**src/common/isa_pkg.sv**
```systemverilog
// Instruction-set definitions for the byte-wide TLCS-900H style core.
// Holds the ALU operation and jump condition encodings, the flag bit
// positions and the opcode byte patterns used by the decoder.
// Import it wherever opcodes, flags or ALU operations are handled.

`default_nettype none

package isa_pkg;

    localparam int REG_W     = 8;        // Data path width
    localparam int REG_COUNT = 8;        // Byte registers in the file

    // Bit positions inside the flag byte
    localparam int FLAG_S = 7;
    localparam int FLAG_Z = 6;
    localparam int FLAG_H = 4;
    localparam int FLAG_V = 2;
    localparam int FLAG_N = 1;
    localparam int FLAG_C = 0;

    // The first eight follow the ooo field of the second ALU byte
    typedef enum logic [3:0] {
        ALU_ADD  = 4'd0,
        ALU_ADC  = 4'd1,
        ALU_SUB  = 4'd2,
        ALU_SBC  = 4'd3,
        ALU_AND  = 4'd4,
        ALU_XOR  = 4'd5,
        ALU_OR   = 4'd6,
        ALU_CP   = 4'd7,
        ALU_MOVE = 4'd8,
        ALU_RCF  = 4'd9,
        ALU_SCF  = 4'd10,
        ALU_CCF  = 4'd11,
        ALU_ZCF  = 4'd12,
        ALU_NOP  = 4'd13
    } alu_op_e;

    // JR condition field in the low opcode nibble
    typedef enum logic [3:0] {
        COND_F,   COND_LT,  COND_LE, COND_ULE,
        COND_OV,  COND_MI,  COND_EQ, COND_C,
        COND_T,   COND_GE,  COND_GT, COND_UGT,
        COND_NOV, COND_PL,  COND_NE, COND_NC
    } cond_e;

    // Single-byte opcodes
    localparam logic [7:0] OPC_NOP = 8'h00;
    localparam logic [7:0] OPC_RCF = 8'h10;
    localparam logic [7:0] OPC_SCF = 8'h11;
    localparam logic [7:0] OPC_CCF = 8'h12;
    localparam logic [7:0] OPC_ZCF = 8'h13;

    // Prefixes of the two-byte opcodes
    localparam logic [4:0] OPC_LD_PFX  = 5'b0010_0;   // LD r,#n
    localparam logic [4:0] OPC_SRC_PFX = 5'b1100_1;   // Source register r
    localparam logic [3:0] OPC_JR_PFX  = 4'b0110;     // JR cc,d8

endpackage

`default_nettype wire

```
**src/common/bus_pkg.sv**
```systemverilog
// Port records of the core.
// fetch_rsp_t is what program memory returns on the fetch handshake,
// retire_t is the per-instruction result record the core emits.

`default_nettype none

package bus_pkg;

    // Memory side of the four-phase fetch handshake
    typedef struct packed {
        logic       ack;       // High while data is valid
        logic [7:0] data;      // Instruction byte
    } fetch_rsp_t;

    // One record per executed instruction, valid for a single cycle.
    // wr_en, reg_idx and value double as the register file write port.
    typedef struct packed {
        logic       valid;
        logic       wr_en;     // Register written by this instruction
        logic [2:0] reg_idx;
        logic [7:0] value;     // Written byte or zero without a write
        logic [7:0] flags;     // Flag byte after the instruction
    } retire_t;

endpackage

`default_nettype wire

```
**src/hw/control/cpu_sequencer.sv**
```systemverilog
// Instruction sequencer.
// Runs the fetch handshake for the opcode and the optional second byte,
// decodes both into datapath controls and spends one EXEC cycle per
// instruction. Unknown opcodes execute as NOP.

`default_nettype none

module cpu_sequencer
    import isa_pkg::*;
    import bus_pkg::*;
#(
    parameter int ADDR_W = 16
) (
    input  logic             clk,
    input  logic             rst,
    input  fetch_rsp_t       fetch_rsp,
    input  logic             cond_met,
    output logic             fetch_req,
    output logic             pc_step,
    output logic             pc_load,
    output logic [7:0]       pc_disp,
    output logic [2:0]       rd_a_idx,
    output logic [2:0]       rd_b_idx,
    output alu_op_e          alu_op,
    output logic [REG_W-1:0] imm,
    output logic             use_imm,
    output logic             exec_en,
    output logic [2:0]       dst_idx,
    output cond_e            cond
);

    typedef enum logic [2:0] {
        REQ_OP,
        REL_OP,
        REQ_ARG,
        REL_ARG,
        EXEC,
        RETIRE
    } state_e;

    state_e     state_q;
    state_e     state_nx;
    logic [7:0] op_q;       // Opcode byte
    logic [7:0] arg_q;      // Second byte, when there is one
    logic       is_ld;
    logic       is_alu;
    logic       is_jr;
    logic       alu_form_ok;
    logic       needs_arg;

    // Opcode classes
    assign is_ld       = op_q[7:3] == OPC_LD_PFX;
    assign is_alu      = op_q[7:3] == OPC_SRC_PFX;
    assign is_jr       = op_q[7:4] == OPC_JR_PFX;
    assign alu_form_ok = arg_q[7] && !arg_q[3];     // 1ooo_0RRR
    assign needs_arg   = is_ld || is_alu || is_jr;

    always_comb begin
        state_nx = state_q;
        case (state_q)
            REQ_OP:
                if (fetch_rsp.ack)
                    state_nx = REL_OP;
            REL_OP:
                if (!fetch_rsp.ack)
                    state_nx = needs_arg ? REQ_ARG : EXEC;
            REQ_ARG:
                if (fetch_rsp.ack)
                    state_nx = REL_ARG;
            REL_ARG:
                if (!fetch_rsp.ack)
                    state_nx = EXEC;
            EXEC:    state_nx = RETIRE;
            RETIRE:  state_nx = REQ_OP;
            default: state_nx = REQ_OP;
        endcase
    end

    always_ff @(posedge clk or posedge rst) begin
        if (rst)
            state_q <= RETIRE;      // Idle with req low, first fetch follows
        else
            state_q <= state_nx;
    end

    // Bytes are taken on the first cycle ack is seen high
    always_ff @(posedge clk) begin
        if (state_q == REQ_OP && fetch_rsp.ack)
            op_q <= fetch_rsp.data;
        if (state_q == REQ_ARG && fetch_rsp.ack)
            arg_q <= fetch_rsp.data;
    end

    // Handshake and program counter control
    assign fetch_req = (state_q == REQ_OP) || (state_q == REQ_ARG);
    assign pc_step   = fetch_req && fetch_rsp.ack;
    assign exec_en   = state_q == EXEC;
    assign pc_load   = exec_en && is_jr && cond_met;
    assign pc_disp   = arg_q;

    // Datapath steering
    assign rd_a_idx = arg_q[2:0];                    // Destination R as first operand
    assign rd_b_idx = op_q[2:0];                     // Source r
    assign dst_idx  = is_ld ? op_q[2:0] : arg_q[2:0];
    assign imm      = arg_q;
    assign use_imm  = is_ld;
    assign cond     = cond_e'(op_q[3:0]);

    always_comb begin
        alu_op = ALU_NOP;
        case (op_q)
            OPC_NOP: alu_op = ALU_NOP;
            OPC_RCF: alu_op = ALU_RCF;
            OPC_SCF: alu_op = ALU_SCF;
            OPC_CCF: alu_op = ALU_CCF;
            OPC_ZCF: alu_op = ALU_ZCF;
            default: begin
                if (is_ld)
                    alu_op = ALU_MOVE;
                else if (is_alu && alu_form_ok)
                    alu_op = alu_op_e'({1'b0, arg_q[6:4]});  // ooo maps ADD..CP
            end
        endcase
    end

endmodule

`default_nettype wire

```
**src/hw/control/pc_counter.sv**
```systemverilog
// Program counter.
// Steps by one for every byte taken from memory and adds the signed
// JR displacement on a taken jump. The displacement is relative to the
// address after the JR instruction, which is where the PC already points.

`default_nettype none

module pc_counter #(
    parameter int ADDR_W = 16
) (
    input  logic              clk,
    input  logic              rst,
    input  logic              pc_step,
    input  logic              pc_load,
    input  logic [7:0]        pc_disp,
    output logic [ADDR_W-1:0] fetch_addr
);

    logic [ADDR_W-1:0] pc_q;
    logic [ADDR_W-1:0] disp_ext;

    assign disp_ext   = {{(ADDR_W - 8){pc_disp[7]}}, pc_disp};  // Sign extend
    assign fetch_addr = pc_q;

    always_ff @(posedge clk or posedge rst) begin
        if (rst) begin
            pc_q <= '0;
        end else if (pc_load) begin
            pc_q <= pc_q + disp_ext;
        end else if (pc_step) begin
            pc_q <= pc_q + 1'b1;
        end
    end

endmodule

`default_nettype wire

```
**src/hw/datapath/reg_file.sv**
```systemverilog
// General register file.
// Eight byte registers with two combinational read ports and one
// write port that updates on the clock edge. Reset clears every register.

`default_nettype none

module reg_file
    import isa_pkg::*;
(
    input  logic             clk,
    input  logic             rst,
    input  logic [2:0]       rd_a_idx,
    input  logic [2:0]       rd_b_idx,
    input  logic             wr_en,
    input  logic [2:0]       wr_idx,
    input  logic [REG_W-1:0] wr_data,
    output logic [REG_W-1:0] rd_a,
    output logic [REG_W-1:0] rd_b
);

    logic [REG_W-1:0] regs [REG_COUNT];

    assign rd_a = regs[rd_a_idx];
    assign rd_b = regs[rd_b_idx];

    always_ff @(posedge clk or posedge rst) begin
        if (rst) begin
            for (int i = 0; i < REG_COUNT; i++)
                regs[i] <= '0;
        end else if (wr_en) begin
            regs[wr_idx] <= wr_data;
        end
    end

endmodule

`default_nettype wire

```
**src/hw/datapath/alu_flags.sv**
```systemverilog
// Byte ALU with the flag register and the JR condition test.
// Results and flags are registered into the retirement record on exec_en;
// that record also feeds the register file write port.

`default_nettype none

module alu_flags
    import isa_pkg::*;
    import bus_pkg::*;
(
    input  logic             clk,
    input  logic             rst,
    input  logic             exec_en,
    input  alu_op_e          alu_op,
    input  logic [REG_W-1:0] a,
    input  logic [REG_W-1:0] b,
    input  logic [REG_W-1:0] imm,
    input  logic             use_imm,
    input  cond_e            cond,
    input  logic [2:0]       dst_idx,
    output logic             cond_met,
    output retire_t          retire
);

    logic [REG_W-1:0] flags_q;
    logic [REG_W-1:0] flags_nx;
    logic [REG_W-1:0] opnd;
    logic [REG_W-1:0] result;
    logic [REG_W:0]   wide;      // Result with carry or borrow on top
    logic [4:0]       nib;       // Low nibble for H
    logic             cy;        // Carry in for ADC and SBC
    logic             wr_res;
    logic             upd_sz;
    logic             sv;

    assign opnd = use_imm ? imm : b;
    assign cy   = (alu_op == ALU_ADC || alu_op == ALU_SBC) && flags_q[FLAG_C];
    assign sv   = flags_q[FLAG_S] ^ flags_q[FLAG_V];

    always_comb begin
        flags_nx = flags_q;
        result   = '0;
        wide     = '0;
        nib      = '0;
        wr_res   = 1'b0;
        upd_sz   = 1'b0;
        case (alu_op)
            ALU_ADD, ALU_ADC: begin
                wide   = {1'b0, a} + {1'b0, opnd} + {8'd0, cy};
                nib    = {1'b0, a[3:0]} + {1'b0, opnd[3:0]} + {4'd0, cy};
                result = wide[7:0];
                wr_res = 1'b1;
                upd_sz = 1'b1;
                flags_nx[FLAG_C] = wide[8];
                flags_nx[FLAG_H] = nib[4];
                flags_nx[FLAG_V] = (a[7] == opnd[7]) && (result[7] != a[7]);
                flags_nx[FLAG_N] = 1'b0;
            end
            ALU_SUB, ALU_SBC, ALU_CP: begin
                wide   = {1'b0, a} - {1'b0, opnd} - {8'd0, cy};
                nib    = {1'b0, a[3:0]} - {1'b0, opnd[3:0]} - {4'd0, cy};
                result = wide[7:0];
                wr_res = alu_op != ALU_CP;               // CP only sets flags
                upd_sz = 1'b1;
                flags_nx[FLAG_C] = wide[8];              // Borrow
                flags_nx[FLAG_H] = nib[4];
                flags_nx[FLAG_V] = (a[7] != opnd[7]) && (result[7] != a[7]);
                flags_nx[FLAG_N] = 1'b1;
            end
            ALU_AND, ALU_XOR, ALU_OR: begin
                if (alu_op == ALU_AND)
                    result = a & opnd;
                else if (alu_op == ALU_XOR)
                    result = a ^ opnd;
                else
                    result = a | opnd;
                wr_res = 1'b1;
                upd_sz = 1'b1;
                flags_nx[FLAG_C] = 1'b0;
                flags_nx[FLAG_H] = alu_op == ALU_AND;
                flags_nx[FLAG_V] = ~^result;             // Even parity
                flags_nx[FLAG_N] = 1'b0;
            end
            ALU_MOVE: begin
                result = opnd;
                wr_res = 1'b1;
            end
            ALU_RCF, ALU_SCF: begin
                flags_nx[FLAG_C] = alu_op == ALU_SCF;
                flags_nx[FLAG_H] = 1'b0;
                flags_nx[FLAG_N] = 1'b0;
            end
            ALU_CCF: begin
                flags_nx[FLAG_C] = ~flags_q[FLAG_C];
                flags_nx[FLAG_N] = 1'b0;
            end
            ALU_ZCF: begin
                flags_nx[FLAG_C] = ~flags_q[FLAG_Z];
                flags_nx[FLAG_N] = 1'b0;
            end
            default: ;                                   // NOP and JR
        endcase
        if (upd_sz) begin
            flags_nx[FLAG_S] = result[7];
            flags_nx[FLAG_Z] = result == '0;
        end
    end

    // Condition table against the current flags
    always_comb begin
        case (cond)
            COND_F:   cond_met = 1'b0;
            COND_LT:  cond_met = sv;
            COND_LE:  cond_met = flags_q[FLAG_Z] | sv;
            COND_ULE: cond_met = flags_q[FLAG_Z] | flags_q[FLAG_C];
            COND_OV:  cond_met = flags_q[FLAG_V];
            COND_MI:  cond_met = flags_q[FLAG_S];
            COND_EQ:  cond_met = flags_q[FLAG_Z];
            COND_C:   cond_met = flags_q[FLAG_C];
            COND_T:   cond_met = 1'b1;
            COND_GE:  cond_met = ~sv;
            COND_GT:  cond_met = ~(flags_q[FLAG_Z] | sv);
            COND_UGT: cond_met = ~(flags_q[FLAG_Z] | flags_q[FLAG_C]);
            COND_NOV: cond_met = ~flags_q[FLAG_V];
            COND_PL:  cond_met = ~flags_q[FLAG_S];
            COND_NE:  cond_met = ~flags_q[FLAG_Z];
            default:  cond_met = ~flags_q[FLAG_C];       // NC
        endcase
    end

    always_ff @(posedge clk or posedge rst) begin
        if (rst) begin
            flags_q <= '0;
            retire  <= '0;
        end else begin
            retire.valid <= exec_en;                     // One cycle per instruction
            retire.wr_en <= exec_en && wr_res;
            if (exec_en) begin
                flags_q        <= flags_nx;
                retire.reg_idx <= dst_idx;
                retire.value   <= wr_res ? result : '0;
                retire.flags   <= flags_nx;
            end
        end
    end

endmodule

`default_nettype wire

```
**src/hw/cpu_core.sv**
```systemverilog
// Top of the byte-wide CPU core.
// Fetches bytes from program memory over a four-phase req/ack port and
// reports every executed instruction on the retirement port.
// ADDR_W sets the program address width and is passed to the submodules.

`default_nettype none

module cpu_core
    import isa_pkg::*;
    import bus_pkg::*;
#(
    parameter int ADDR_W = 16
) (
    input  logic              clk,
    input  logic              rst,
    output logic              fetch_req,
    output logic [ADDR_W-1:0] fetch_addr,
    input  fetch_rsp_t        fetch_rsp,
    output retire_t           retire
);

    logic             pc_step;
    logic             pc_load;
    logic [7:0]       pc_disp;
    logic [2:0]       rd_a_idx;
    logic [2:0]       rd_b_idx;
    logic [REG_W-1:0] rd_a;
    logic [REG_W-1:0] rd_b;
    alu_op_e          alu_op;
    logic [REG_W-1:0] imm;
    logic             use_imm;
    logic             exec_en;
    logic [2:0]       dst_idx;
    cond_e            cond;
    logic             cond_met;

    cpu_sequencer #(
        .ADDR_W (ADDR_W)
    ) u_seq (
        .clk       (clk),
        .rst       (rst),
        .fetch_rsp (fetch_rsp),
        .cond_met  (cond_met),
        .fetch_req (fetch_req),
        .pc_step   (pc_step),
        .pc_load   (pc_load),
        .pc_disp   (pc_disp),
        .rd_a_idx  (rd_a_idx),
        .rd_b_idx  (rd_b_idx),
        .alu_op    (alu_op),
        .imm       (imm),
        .use_imm   (use_imm),
        .exec_en   (exec_en),
        .dst_idx   (dst_idx),
        .cond      (cond)
    );

    pc_counter #(
        .ADDR_W (ADDR_W)
    ) u_pc (
        .clk        (clk),
        .rst        (rst),
        .pc_step    (pc_step),
        .pc_load    (pc_load),
        .pc_disp    (pc_disp),
        .fetch_addr (fetch_addr)
    );

    // Writes come from the registered retirement record
    reg_file u_regs (
        .clk      (clk),
        .rst      (rst),
        .rd_a_idx (rd_a_idx),
        .rd_b_idx (rd_b_idx),
        .wr_en    (retire.wr_en),
        .wr_idx   (retire.reg_idx),
        .wr_data  (retire.value),
        .rd_a     (rd_a),
        .rd_b     (rd_b)
    );

    alu_flags u_alu (
        .clk      (clk),
        .rst      (rst),
        .exec_en  (exec_en),
        .alu_op   (alu_op),
        .a        (rd_a),
        .b        (rd_b),
        .imm      (imm),
        .use_imm  (use_imm),
        .cond     (cond),
        .dst_idx  (dst_idx),
        .cond_met (cond_met),
        .retire   (retire)
    );

endmodule

`default_nettype wire

```
**config.mk**
```make
export PLATFORM = sky130hd
export DESIGN_NAME = cpu_core
export DESIGN_NICKNAME = d
export VERILOG_FILES = /design/src/common/isa_pkg.sv /design/src/common/bus_pkg.sv /design/src/hw/control/cpu_sequencer.sv /design/src/hw/control/pc_counter.sv /design/src/hw/datapath/reg_file.sv /design/src/hw/datapath/alu_flags.sv /design/src/hw/cpu_core.sv
export SDC_FILE = /design/constraint.sdc
export NUM_CORES = 1
export LEC_CHECK = 0
export BUFFER_PORTS_ARGS = -buffer_cell sky130_fd_sc_hd__buf_2
export CELL_PAD_IN_SITES_DETAIL_PLACEMENT = 1
export CELL_PAD_IN_SITES_GLOBAL_PLACEMENT = 2
export CORE_MARGIN = 1
export CORE_UTILIZATION = 38
export DETAILED_ROUTE_END_ITERATION = 7
export PLACE_DENSITY = 0.81
export REMOVE_ABC_BUFFERS = 1
export SKIP_CTS_REPAIR_TIMING = 1
export SLEW_MARGIN = 0
export SYNTH_ARGS = -nofsm -noshare
export SYNTH_HDL_FRONTEND = slang
export SYNTH_SLANG_ARGS = --single-unit
```
**constraint.sdc**
```tcl
create_clock -name clk -period 4.4 [get_ports clk]
set_input_delay 0.44 -clock clk [delete_from_list [all_inputs] [get_ports clk]]
set_output_delay 0.44 -clock clk [all_outputs]
set_load 0.1 [all_outputs]
```
==> results of run 1 <==
## metal layers
layer,vias to the layer above,global-route usage
met1,3159,0.311
met3,43,0.0376
met5,-,0
met4,0,0.0826
met2,162,0.383
li1,2790,-
## sequential cells by signal (all words and copies together), names as in the netlist
| name | flops |
|---|---|
| u_seq.op_q | 8 |
| u_seq.state_q | 3 |
| u_pc.fetch_addr | 16 |
| u_seq.imm | 8 |
| u_regs.regs | 64 |
| u_alu.retire | 19 |
## power groups by stage
stage	sequential [uW]	clock (uW)	combinational (uW)
floorplan	1980	0	479
global placement	1370	0	1420
detailed placement	1380	0	1460
CTS	1360	1370	1460
global route	1380	1420	1560
finish	1370	1360	1470
## metrics by stage
step	power [uW]	utilization	std cells	worst slack, ns	TNS, ns
6_report	4190	0.459	1068	0.121	0
5_1_grt	4360	0.459	1068	-0.0248	-0.0248
2_1_floorplan	2460	-	678	-0.473	-0.565
4_1_cts	4200	0.455	1066	-0.0813	-0.0813
3_5_place_dp	2840	0.427	1034	-0.0181	-0.0181
3_3_place_gp	2790	0.427	1034	0.155	0
## placed cells by master (no fill, tap or decap), types with 5 or more instances in the layout
cell type | netlist | routed
sky130_fd_sc_hd__dfrtp_1 | 100 | 100
sky130_fd_sc_hd__mux2_2 | 74 | 74
sky130_fd_sc_hd__nand2_1 | 63 | 63
sky130_fd_sc_hd__buf_2 | 1 | 46
sky130_fd_sc_hd__ha_1 | 43 | 42
sky130_fd_sc_hd__o21ai_0 | 42 | 40
sky130_fd_sc_hd__buf_4 | 3 | 40
sky130_fd_sc_hd__inv_1 | 39 | 38
sky130_fd_sc_hd__nor2_1 | 30 | 30
sky130_fd_sc_hd__mux4_2 | 25 | 25
sky130_fd_sc_hd__xnor2_1 | 22 | 22
sky130_fd_sc_hd__a21oi_1 | 21 | 21
sky130_fd_sc_hd__clkbuf_16 | 0 | 17
sky130_fd_sc_hd__edfxtp_1 | 16 | 16
sky130_fd_sc_hd__xor2_1 | 15 | 14
sky130_fd_sc_hd__mux2i_1 | 15 | 14
sky130_fd_sc_hd__a31oi_1 | 10 | 10
sky130_fd_sc_hd__and3_1 | 10 | 10
sky130_fd_sc_hd__nand3_1 | 9 | 9
sky130_fd_sc_hd__nand2b_1 | 7 | 7
sky130_fd_sc_hd__o21a_1 | 7 | 7
sky130_fd_sc_hd__mux4_1 | 7 | 7
sky130_fd_sc_hd__a21o_1 | 6 | 6
sky130_fd_sc_hd__nor3_1 | 11 | 6
sky130_fd_sc_hd__o211ai_1 | 5 | 5
sky130_fd_sc_hd__or3_1 | 5 | 5
sky130_fd_sc_hd__o31ai_1 | 5 | 5
## cell usage after synthesis, drive strengths merged, types with 5 or more instances
library cell / count / area (um2)
a21o: 6 / 45.0
a21oi: 21 / 105
a221oi: 5 / 50.0
a31oi: 10 / 62.6
and2: 5 / 31.3
and3: 10 / 62.6
buf: 12 / 65.1
clkbuf: 20 / 75.1
dfrtp: 100 / 2500
edfxtp: 16 / 480
fa: 5 / 100
ha: 43 / 538
inv: 39 / 146
mux2: 75 / 848
mux2i: 15 / 150
mux4: 32 / 747
nand2: 63 / 236
nand2b: 7 / 43.8
nand3: 9 / 45.0
nor2: 30 / 113
nor3: 11 / 55.1
nor3b: 7 / 52.6
o211ai: 5 / 37.5
o21a: 7 / 52.6
o21ai: 43 / 215
o31ai: 5 / 37.5
or3: 5 / 31.3
xnor2: 22 / 193
xor2: 15 / 131
## cell type report
class,count,share of cell area
Clock buffer,19,0.0477
Timing Repair Buffer,88,0.0614
Sequential cell,118,0.327
Clock inverter,13,0.0132
Multi-Input combinational cell,520,0.498
Tap cell,270,0.0364
Inverter,40,0.0164
## how the worst max path moves through the flow
stage | endpoint | slack [ns] | cells past startpoint | startpoint
finish | u_alu.retire[6] | 0.12 | 15 | u_seq.op_q[4]
global route | u_alu.retire[6] | -0.02 | 15 | u_seq.op_q[4]
CTS | u_alu.retire[6] | -0.08 | 18 | u_seq.op_q[5]
detailed placement | u_alu.retire[6] | -0.02 | 18 | u_seq.op_q[5]
global placement | u_alu.retire[6] | 0.16 | 15 | u_seq.op_q[4]
floorplan | u_alu.retire[6] | -0.47 | 14 | u_seq.op_q[0]
## cells by family after synthesis
family / share of synthesized area
buffers and inverters: 0.0369
AND/OR/NAND/NOR: 0.104
adder cells (fa/ha/maj): 0.0812
flip-flops: 0.386
multiplexers: 0.222
other: 0.000477
AO/OA/AOI/OAI: 0.125
XOR/XNOR: 0.0441
## critical path: stages, from the launching register on
cell	delay, ns
sky130_fd_sc_hd__edfxtp_1	0.46
sky130_fd_sc_hd__nor3b_1	0.19
sky130_fd_sc_hd__and3_1	0.21
sky130_fd_sc_hd__nor3_2	0.21
sky130_fd_sc_hd__nand2_1	0.07
sky130_fd_sc_hd__or3_1	0.36
sky130_fd_sc_hd__fa_2	0.42
sky130_fd_sc_hd__fa_2	0.39
sky130_fd_sc_hd__o21a_1	0.20
sky130_fd_sc_hd__o211ai_1	0.19
sky130_fd_sc_hd__nand2_1	0.09
sky130_fd_sc_hd__xor2_1	0.15
sky130_fd_sc_hd__a222oi_1	0.33
sky130_fd_sc_hd__o311ai_1	0.16
sky130_fd_sc_hd__or4_1	0.53
sky130_fd_sc_hd__o32ai_2	0.21
==> results.cfg, run 1 <==
[route]
route.antenna.remaining_nets = 0
met1Wirelength_mm = 10.6
vias = 6154
dr_wl_met3_mm = 1.05
drcViolationCount = 0
dr.pass1.iters = 5
met2_wirelength_mm = 11.6
finalWirelength_mm = 23.8
detailedRoute.firstIterationViolations = 337
post_drt_via_cell_ratio = 5.76
routedWlPerCell_um = 22.3
highest_metal_layer_used_by_the_detailed_router = met4

[logic_synthesis]
synth-warning-count = 0
postSynthCellCount = 709
synth.yosys.seq_area_share = 0.386
ys_ff_latch = 118
synth_enable_flop_cells = 16
netlist-cell-type-count = 76
mappedNetlistArea_um2 = 7860
syn-mean-instance-area_um2 = 11.1
top_flip_flop_cell_by_instance_count_after_synthesis = sky130_fd_sc_hd__dfrtp_1
synth_async_sr_flop_share = 0.864

[outcome]
run_status = finished clean

[die]
pin_count = 49
placement_rows = 52
initial_utilization = 0.388
floorplan.die_area_um2 = 21300
die-height_um = 146
design.core.area_um2 = 20200
dieWidth_um = 146

[cells_and_area]
multi_input_comb_area_um2 = 4630
final_area_um2 = 9290
fillers = 2163
antenna_cells_inserted = 0
flow.area_growth_from_synthesis_pct = 18.2
final_nets = 844
layout.area.seq_um2 = 3040
layout_cell_share_with_drive_strength_beyond_1 = 0.305

[clocking]
clock-root-buffer = sky130_fd_sc_hd__clkbuf_16
number_of_buffers_inserted_during_clock_tree_synthesis = 17
clkLatencyLatePin_ns = 0.42
ctsHtreeMaxLevel = 4
max-clock-path-buffers = 2
cts.reportedPaths.clkPinSlew_ns = 0.06
tritoncts = yes
cts_num_sinks = 118

[power]
power.leakage_uw = 0.00430
clock_power_share = 0.325
internal-power_uw = 2380
p_sw_frac = 0.432
p_comb_frac = 0.350
share_seq_of_total_power = 0.325
power.density_cell_area_nw_per_um2 = 451
p_switching_uw = 1810
irDropWorstVdd_mv = 0.510

[critical_path]
ff2ff_setup_slack_ns = 0.12
critPathArrivalTime_ns = 4.60
reg2reg_from = u_seq.op_q[4]
worst-endpoint-required_ns = 4.72
crit_path_start_kind = flop
worst_r2r_path_depth = 15
criticalPathCategory = flop to flop
crit_fanout = 5
endpoint_class_of_the_critical_path = flop
worst_r2r_endpoint = u_alu.retire[6]

[placed_design]
globalplace.congestion = 0.907
count_of_input_and_output_buffers = 46
hpwlAfterDp_mm = 17.7
placement.cell_area_um2 = 8640

[sta]
grt_setup_unrepaired = yes
report.final.slew_viol_count = 0
tightest_pin_transition_ns = 1.13
relSlewSlack = 0.242
fin_hold_ws_ns = 0.218
timing.final.crit_share = 0.972
fmax_mhz = 234
final_hold_viol_count = 0
setup-violations-final = 0
final.min_clock_period_ns = 4.28
worst_clock_skew_ns = 0.0117

[grt]
grt_usage = 0.233
grt_max_degree = 78
grt_antenna_before_repair = 0
via_count_of_the_first_global_routing_pass = 6615
total_grt_overflow = 0
grt_pass1_wl_mm = 37.8

[run]
cap_viol_max_count = 0

[hold_path]
min-delay-path-class = input pin to asynchronous set/reset pin
Power figures use the tool's default switching activity.
==> run 2: changes to the inputs <==
- PLACE_DENSITY: 0.81 -> 0.8
- SYNTH_HIERARCHICAL: not set -> 1
==> results.cfg, run 2 <==
[outcome]
run_status = finished clean

[cells_and_area]
largest-register = u_regs/regs
layout.cells.most_common = sky130_fd_sc_hd__dfrtp_1
final_area_um2 = 9420
antenna_cells_inserted = 0
finish.utilization = 0.431
fillers = 2370
leading_cell_types_in_the_layout_fill_and_taps_excluded = sky130_fd_sc_hd__dfrtp_1, sky130_fd_sc_hd__mux2_2, sky130_fd_sc_hd__buf_2
flow.area_growth_from_synthesis_pct = 11.6
layout_cell_share_with_drive_strength_beyond_1 = 0.284
largest_register_ffs = 64
final_nets = 825

[sta]
tightest_pin_transition_ns = 1.31
worst_clock_skew_ns = 0.0153
relSlewSlack = 0.122
fmax_mhz = 237
tns_ns = 0
setup-violations-final = 0
grt_setup_unrepaired = no
timing.final.crit_share = 0.960
final_hold_viol_count = 0
report.final.slew_viol_count = 0
final.min_clock_period_ns = 4.22
setup_slack_ns = 0.177

[critical_path]
worst-endpoint-required_ns = 4.70
crit_fanout = 10
ff2ff_setup_slack_ns = 0.18
crit_path_start_kind = flop
endpoint_class_of_the_critical_path = flop
worst_r2r_path_depth = 13
criticalPathCategory = flop to flop
critPathArrivalTime_ns = 4.52

[grt]
via_count_of_the_first_global_routing_pass = 6575
grt_max_degree = 41
grt_pass1_wl_mm = 38.0
total_grt_overflow = 0
grt_usage = 0.225
grt_antenna_before_repair = 0

[placed_design]
hpwlAfterDp_mm = 17.6
count_of_input_and_output_buffers = 46
globalplace.congestion = 0.866
placement.cell_area_um2 = 8850
dp_slack_ns = 0.217

[die]
design.core.area_um2 = 21800
dieWidth_um = 151
placement_rows = 54
die-height_um = 151
pin_count = 49
initial_utilization = 0.387
floorplan.die_area_um2 = 22800

[route]
routedWlPerCell_um = 22.8
route.antenna.remaining_nets = 0
post_drt_via_cell_ratio = 5.79
detailedRoute.firstIterationViolations = 427
drcViolationCount = 0
dr.pass1.iters = 5
vias = 6171
finalWirelength_mm = 24.3

[power]
power.density_cell_area_nw_per_um2 = 401
p_total_uw = 3770
power.leakage_uw = 0.00436
irDropWorstVdd_mv = 0.211

[logic_synthesis]
synth_top_area_cell = sky130_fd_sc_hd__dfrtp_1
postSynthCellCount = 734
yosysMostFrequentCell = sky130_fd_sc_hd__dfrtp_1
synthTopCellsByCount = sky130_fd_sc_hd__dfrtp_1, sky130_fd_sc_hd__mux2_2, sky130_fd_sc_hd__inv_1
top_flip_flop_cell_by_instance_count_after_synthesis = sky130_fd_sc_hd__dfrtp_1
syn-mean-instance-area_um2 = 11.5
ys_ff_latch = 118
synth_enable_flop_cells = 16
synth.yosys.seq_area_share = 0.360
synth_async_sr_flop_share = 0.864
netlist-cell-type-count = 86
mappedNetlistArea_um2 = 8440
synth-warning-count = 6
synth_top_area_frac = 0.297
synth.top_cells.by_area = sky130_fd_sc_hd__dfrtp_1, sky130_fd_sc_hd__mux2_2, sky130_fd_sc_hd__mux4_1

[clocking]
tritoncts = yes
clock-root-buffer = sky130_fd_sc_hd__clkbuf_16
cts_num_sinks = 118
cts.reportedPaths.clkPinSlew_ns = 0.06
number_of_buffers_inserted_during_clock_tree_synthesis = 17
clkLatencyLatePin_ns = 0.43
max-clock-path-buffers = 2
ctsHtreeMaxLevel = 4

[hold_path]
min-delay-path-class = input pin to flop
min_path_cells = 1

[run]
cap_viol_max_count = 0
run 2: changes by cell type in the layout (fill, tap and decap cells not counted), moves of 9 or more:
cell and change:
sky130_fd_sc_hd__mux4_1 +22, sky130_fd_sc_hd__and3_1 -9, sky130_fd_sc_hd__nand2_1 -27, sky130_fd_sc_hd__o22ai_1 +14, sky130_fd_sc_hd__o21ai_0 -17, sky130_fd_sc_hd__mux2_2 +13, sky130_fd_sc_hd__buf_4 -12, sky130_fd_sc_hd__mux4_2 -21
sky130_fd_sc_hd__mux2i_1 +14
run 2: logic make-up (layout without fill, tap and decap cells):
kind of cell | Yosys count | count (layout) | synth area share
AOI/OAI and AO/OA | 124 | 124 | 0.102
other | 1 | 2 | 0.000444
and+or+nand+nor | 162 | 162 | 0.113
buffers and inverters | 102 | 152 | 0.0670
xor gates and xnor gates | 34 | 34 | 0.0353
muxes | 151 | 151 | 0.256
adders and majority gates | 42 | 42 | 0.0667
DFF | 118 | 118 | 0.360
run 2: area by class of cell:
class,instances,area [um2],area share
Multi-Input combinational cell,515,4870,0.518
Sequential cell,118,3040,0.322
Timing Repair Buffer,75,450,0.0478
Clock buffer,18,439,0.0466
Tap cell,280,350,0.0372
Inverter,45,169,0.0179
Clock inverter,14,97.6,0.0104
run 2: worst paths after layout:
kind                                      from             endpoint
setup / recovery                 u_seq/op_q[0]      u_alu/retire[2]
hold / removal                    fetch_rsp[2]        u_seq/op_q[2]
setup reg to reg                 u_seq/op_q[0]      u_alu/retire[2]
hold reg to reg            u_pc/fetch_addr[15]  u_pc/fetch_addr[15]
max in group asynchronous                  rst       u_regs/regs[0]
min in group asynchronous                  rst     u_seq/state_q[1]
run 2: worst max-delay path, stage by stage, from the launching register on:
cell                       delay (ns)
sky130_fd_sc_hd__edfxtp_1        0.50
sky130_fd_sc_hd__buf_4           0.26
sky130_fd_sc_hd__mux4_1          0.60
sky130_fd_sc_hd__mux2_2          0.31
sky130_fd_sc_hd__mux2_2          0.32
sky130_fd_sc_hd__inv_1           0.09
sky130_fd_sc_hd__ha_1            0.32
sky130_fd_sc_hd__ha_1            0.49
sky130_fd_sc_hd__and3b_1         0.21
sky130_fd_sc_hd__nor4_1          0.25
sky130_fd_sc_hd__o211ai_1        0.18
sky130_fd_sc_hd__mux2i_1         0.17
sky130_fd_sc_hd__o41ai_1         0.32
sky130_fd_sc_hd__a21oi_1         0.08
run 2: power by group:
group          leakage (uW)  switching [uW]  total (uW)  internal (uW)
Combinational       0.00257             823        1130            302
Sequential          0.00153             147        1350           1200
Clock              0.000260             560        1300            736
Total               0.00436            1530        3770           2240
run 2: metrics by stage:
stage / hold slack (ns) / std cells
6_report: 0.206 / 1065
5_1_grt: 0.205 / 1065
4_1_cts: -0.0603 / 1064
3_5_place_dp: 0.399 / 1032
3_3_place_gp: 0.387 / 1032
2_1_floorplan: 0.192 / 678
run 2: routing by layer:
metal	wire, um	global-route usage	vias up	part of all wire
li1	-	-	2790	-
met5	0	0	-	0
met2	12000	0.376	139	0.49
met4	370	0.0670	0	0.015
met1	11100	0.297	3212	0.46
met3	862	0.0367	30	0.036
==> run 3: changes to the inputs <==
- SETUP_SLACK_MARGIN: not set -> 0.5
==> results.cfg, run 3 (same netlist as run 2, synthesis figures left out) <==
[outcome]
run_status = finished clean

[route]
vias = 6320
met1Wirelength_mm = 11.1
route.antenna.remaining_nets = 0
drcViolationCount = 0
routedWlPerCell_um = 23.1
detailedRoute.firstIterationViolations = 456
dr_wl_met3_mm = 1.05
highest_metal_layer_used_by_the_detailed_router = met4
finalWirelength_mm = 25.0
met2_wirelength_mm = 12.5
post_drt_via_cell_ratio = 5.84
dr.pass1.iters = 4

[sta]
relSlewSlack = 0.127
final_hold_viol_count = 0
setup_slack_ns = 0.535
fin_hold_ws_ns = 0.202
worst_clock_skew_ns = 0.0117
final.min_clock_period_ns = 3.86
grt_setup_unrepaired = yes
timing.final.crit_share = 0.878
tightest_pin_transition_ns = 1.30
setup-violations-final = 0
fmax_mhz = 259
report.final.slew_viol_count = 0

[placed_design]
placedCellCount = 1032
placement.cell_area_um2 = 8850
hpwlAfterDp_mm = 17.6
globalplace.congestion = 0.866
count_of_input_and_output_buffers = 46
dp_slack_ns = 0.217

[cells_and_area]
finish.utilization = 0.451
final_nets = 842
layout.cells.most_common = sky130_fd_sc_hd__dfrtp_1
multi_input_comb_area_um2 = 5150
final_area_um2 = 9850
flow.area_growth_from_synthesis_pct = 16.7
layout_cell_share_with_drive_strength_beyond_1 = 0.352
layout.area.seq_um2 = 3040
antenna_cells_inserted = 0
largest-register = u_regs/regs
final_instance_count_excl_fillers = 1082
leading_cell_types_in_the_layout_fill_and_taps_excluded = sky130_fd_sc_hd__dfrtp_1, sky130_fd_sc_hd__mux2_2, sky130_fd_sc_hd__buf_2
fillers = 2343
largest_register_ffs = 64

[critical_path]
crit_fanout = 4
worst_r2r_endpoint = u_alu/retire[6]
endpoint_class_of_the_critical_path = flop
cp-endpoint = u_alu/retire[6]
crit_path_start_kind = flop
ff2ff_setup_slack_ns = 0.54
reg2reg_from = u_seq/op_q[0]
critPathLaunch = u_seq/op_q[0]
worst-endpoint-required_ns = 4.71
criticalPathCategory = flop to flop
critPathArrivalTime_ns = 4.18
worst_r2r_path_depth = 14

[power]
power.leakage_uw = 0.00449
power.density_cell_area_nw_per_um2 = 392
irDropWorstVdd_mv = 0.227

[clocking]
clkLatencyLatePin_ns = 0.43
ctsHtreeMaxLevel = 4
max-clock-path-buffers = 2
cts.reportedPaths.clkPinSlew_ns = 0.06
clock-root-buffer = sky130_fd_sc_hd__clkbuf_16
cts_num_sinks = 118
tritoncts = yes
number_of_buffers_inserted_during_clock_tree_synthesis = 17

[die]
dieWidth_um = 151
design.core.area_um2 = 21800
placement_rows = 54
initial_utilization = 0.387
die-height_um = 151
pin_count = 49
floorplan.die_area_um2 = 22800

[grt]
total_grt_overflow = 0
grt_max_degree = 41
grt_usage = 0.225
via_count_of_the_first_global_routing_pass = 6575
grt_pass1_wl_mm = 38.0
grt_antenna_before_repair = 0

[run]
cap_viol_max_count = 0

[hold_path]
min-delay-path-class = input pin to flop
-- run 3: changes by cell type in the layout (fill, tap and decap cells not counted), sizes merged --
cell	delta
buf	+16
clkbuf	+1
-- run 3: power by group --
| part | switching (uW) | internal (uW) |
|---|---|---|
| Combinational | 858 | 354 |
| Sequential | 143 | 1200 |
| Clock | 568 | 736 |
-- run 3: cell type report --
| cell class | count | share of cell area |
|---|---|---|
| Clock buffer | 18 | 0.0446 |
| Timing Repair Buffer | 92 | 0.0613 |
| Sequential cell | 118 | 0.309 |
| Tap cell | 280 | 0.0356 |
| Clock inverter | 14 | 0.00991 |
| Inverter | 45 | 0.0172 |
| Multi-Input combinational cell | 515 | 0.523 |
-- run 3: per-layer routing --
metal | vias up | global-route usage
met5 | - | 0
met4 | 0 | 0.0670
met3 | 29 | 0.0367
met2 | 142 | 0.376
met1 | 3323 | 0.297
li1 | 2826 | -
-- run 3: stage by stage --
stage          setup TNS (ns)  power, uW
6_report                    0       3860
5_1_grt                     0       4010
4_1_cts                     0       3810
3_5_place_dp                0       2490
3_3_place_gp                0       2460
2_1_floorplan           -8.67       2210
-- run 3: critical path, cell delays in order (launching register included) --
cell and delay (ns):
sky130_fd_sc_hd__edfxtp_1 0.35, sky130_fd_sc_hd__buf_4 0.15, sky130_fd_sc_hd__mux4_1 0.54, sky130_fd_sc_hd__mux2_4 0.30
sky130_fd_sc_hd__mux2i_4 0.19, sky130_fd_sc_hd__inv_2 0.06, sky130_fd_sc_hd__fa_2 0.37, sky130_fd_sc_hd__inv_2 0.07
sky130_fd_sc_hd__fa_2 0.41, sky130_fd_sc_hd__or4_1 0.42, sky130_fd_sc_hd__o21ai_2 0.09, sky130_fd_sc_hd__a221oi_2 0.07
sky130_fd_sc_hd__and4_1 0.27, sky130_fd_sc_hd__and4b_1 0.23, sky130_fd_sc_hd__a41o_1 0.23
-- run 3: worst min-delay path by stage --
stage	cells after the start	slack, ns	to	startpoint
2_1_floorplan	1	0.19	u_seq/state_q[1]	rst
3_3_place_gp	2	0.39	u_seq/state_q[1]	rst
3_5_place_dp	2	0.40	u_seq/state_q[1]	rst
4_1_cts	2	-0.06	u_seq/state_q[1]	rst
5_1_grt	1	0.20	u_seq/op_q[2]	fetch_rsp[2]
6_report	1	0.20	u_seq/op_q[2]	fetch_rsp[2]
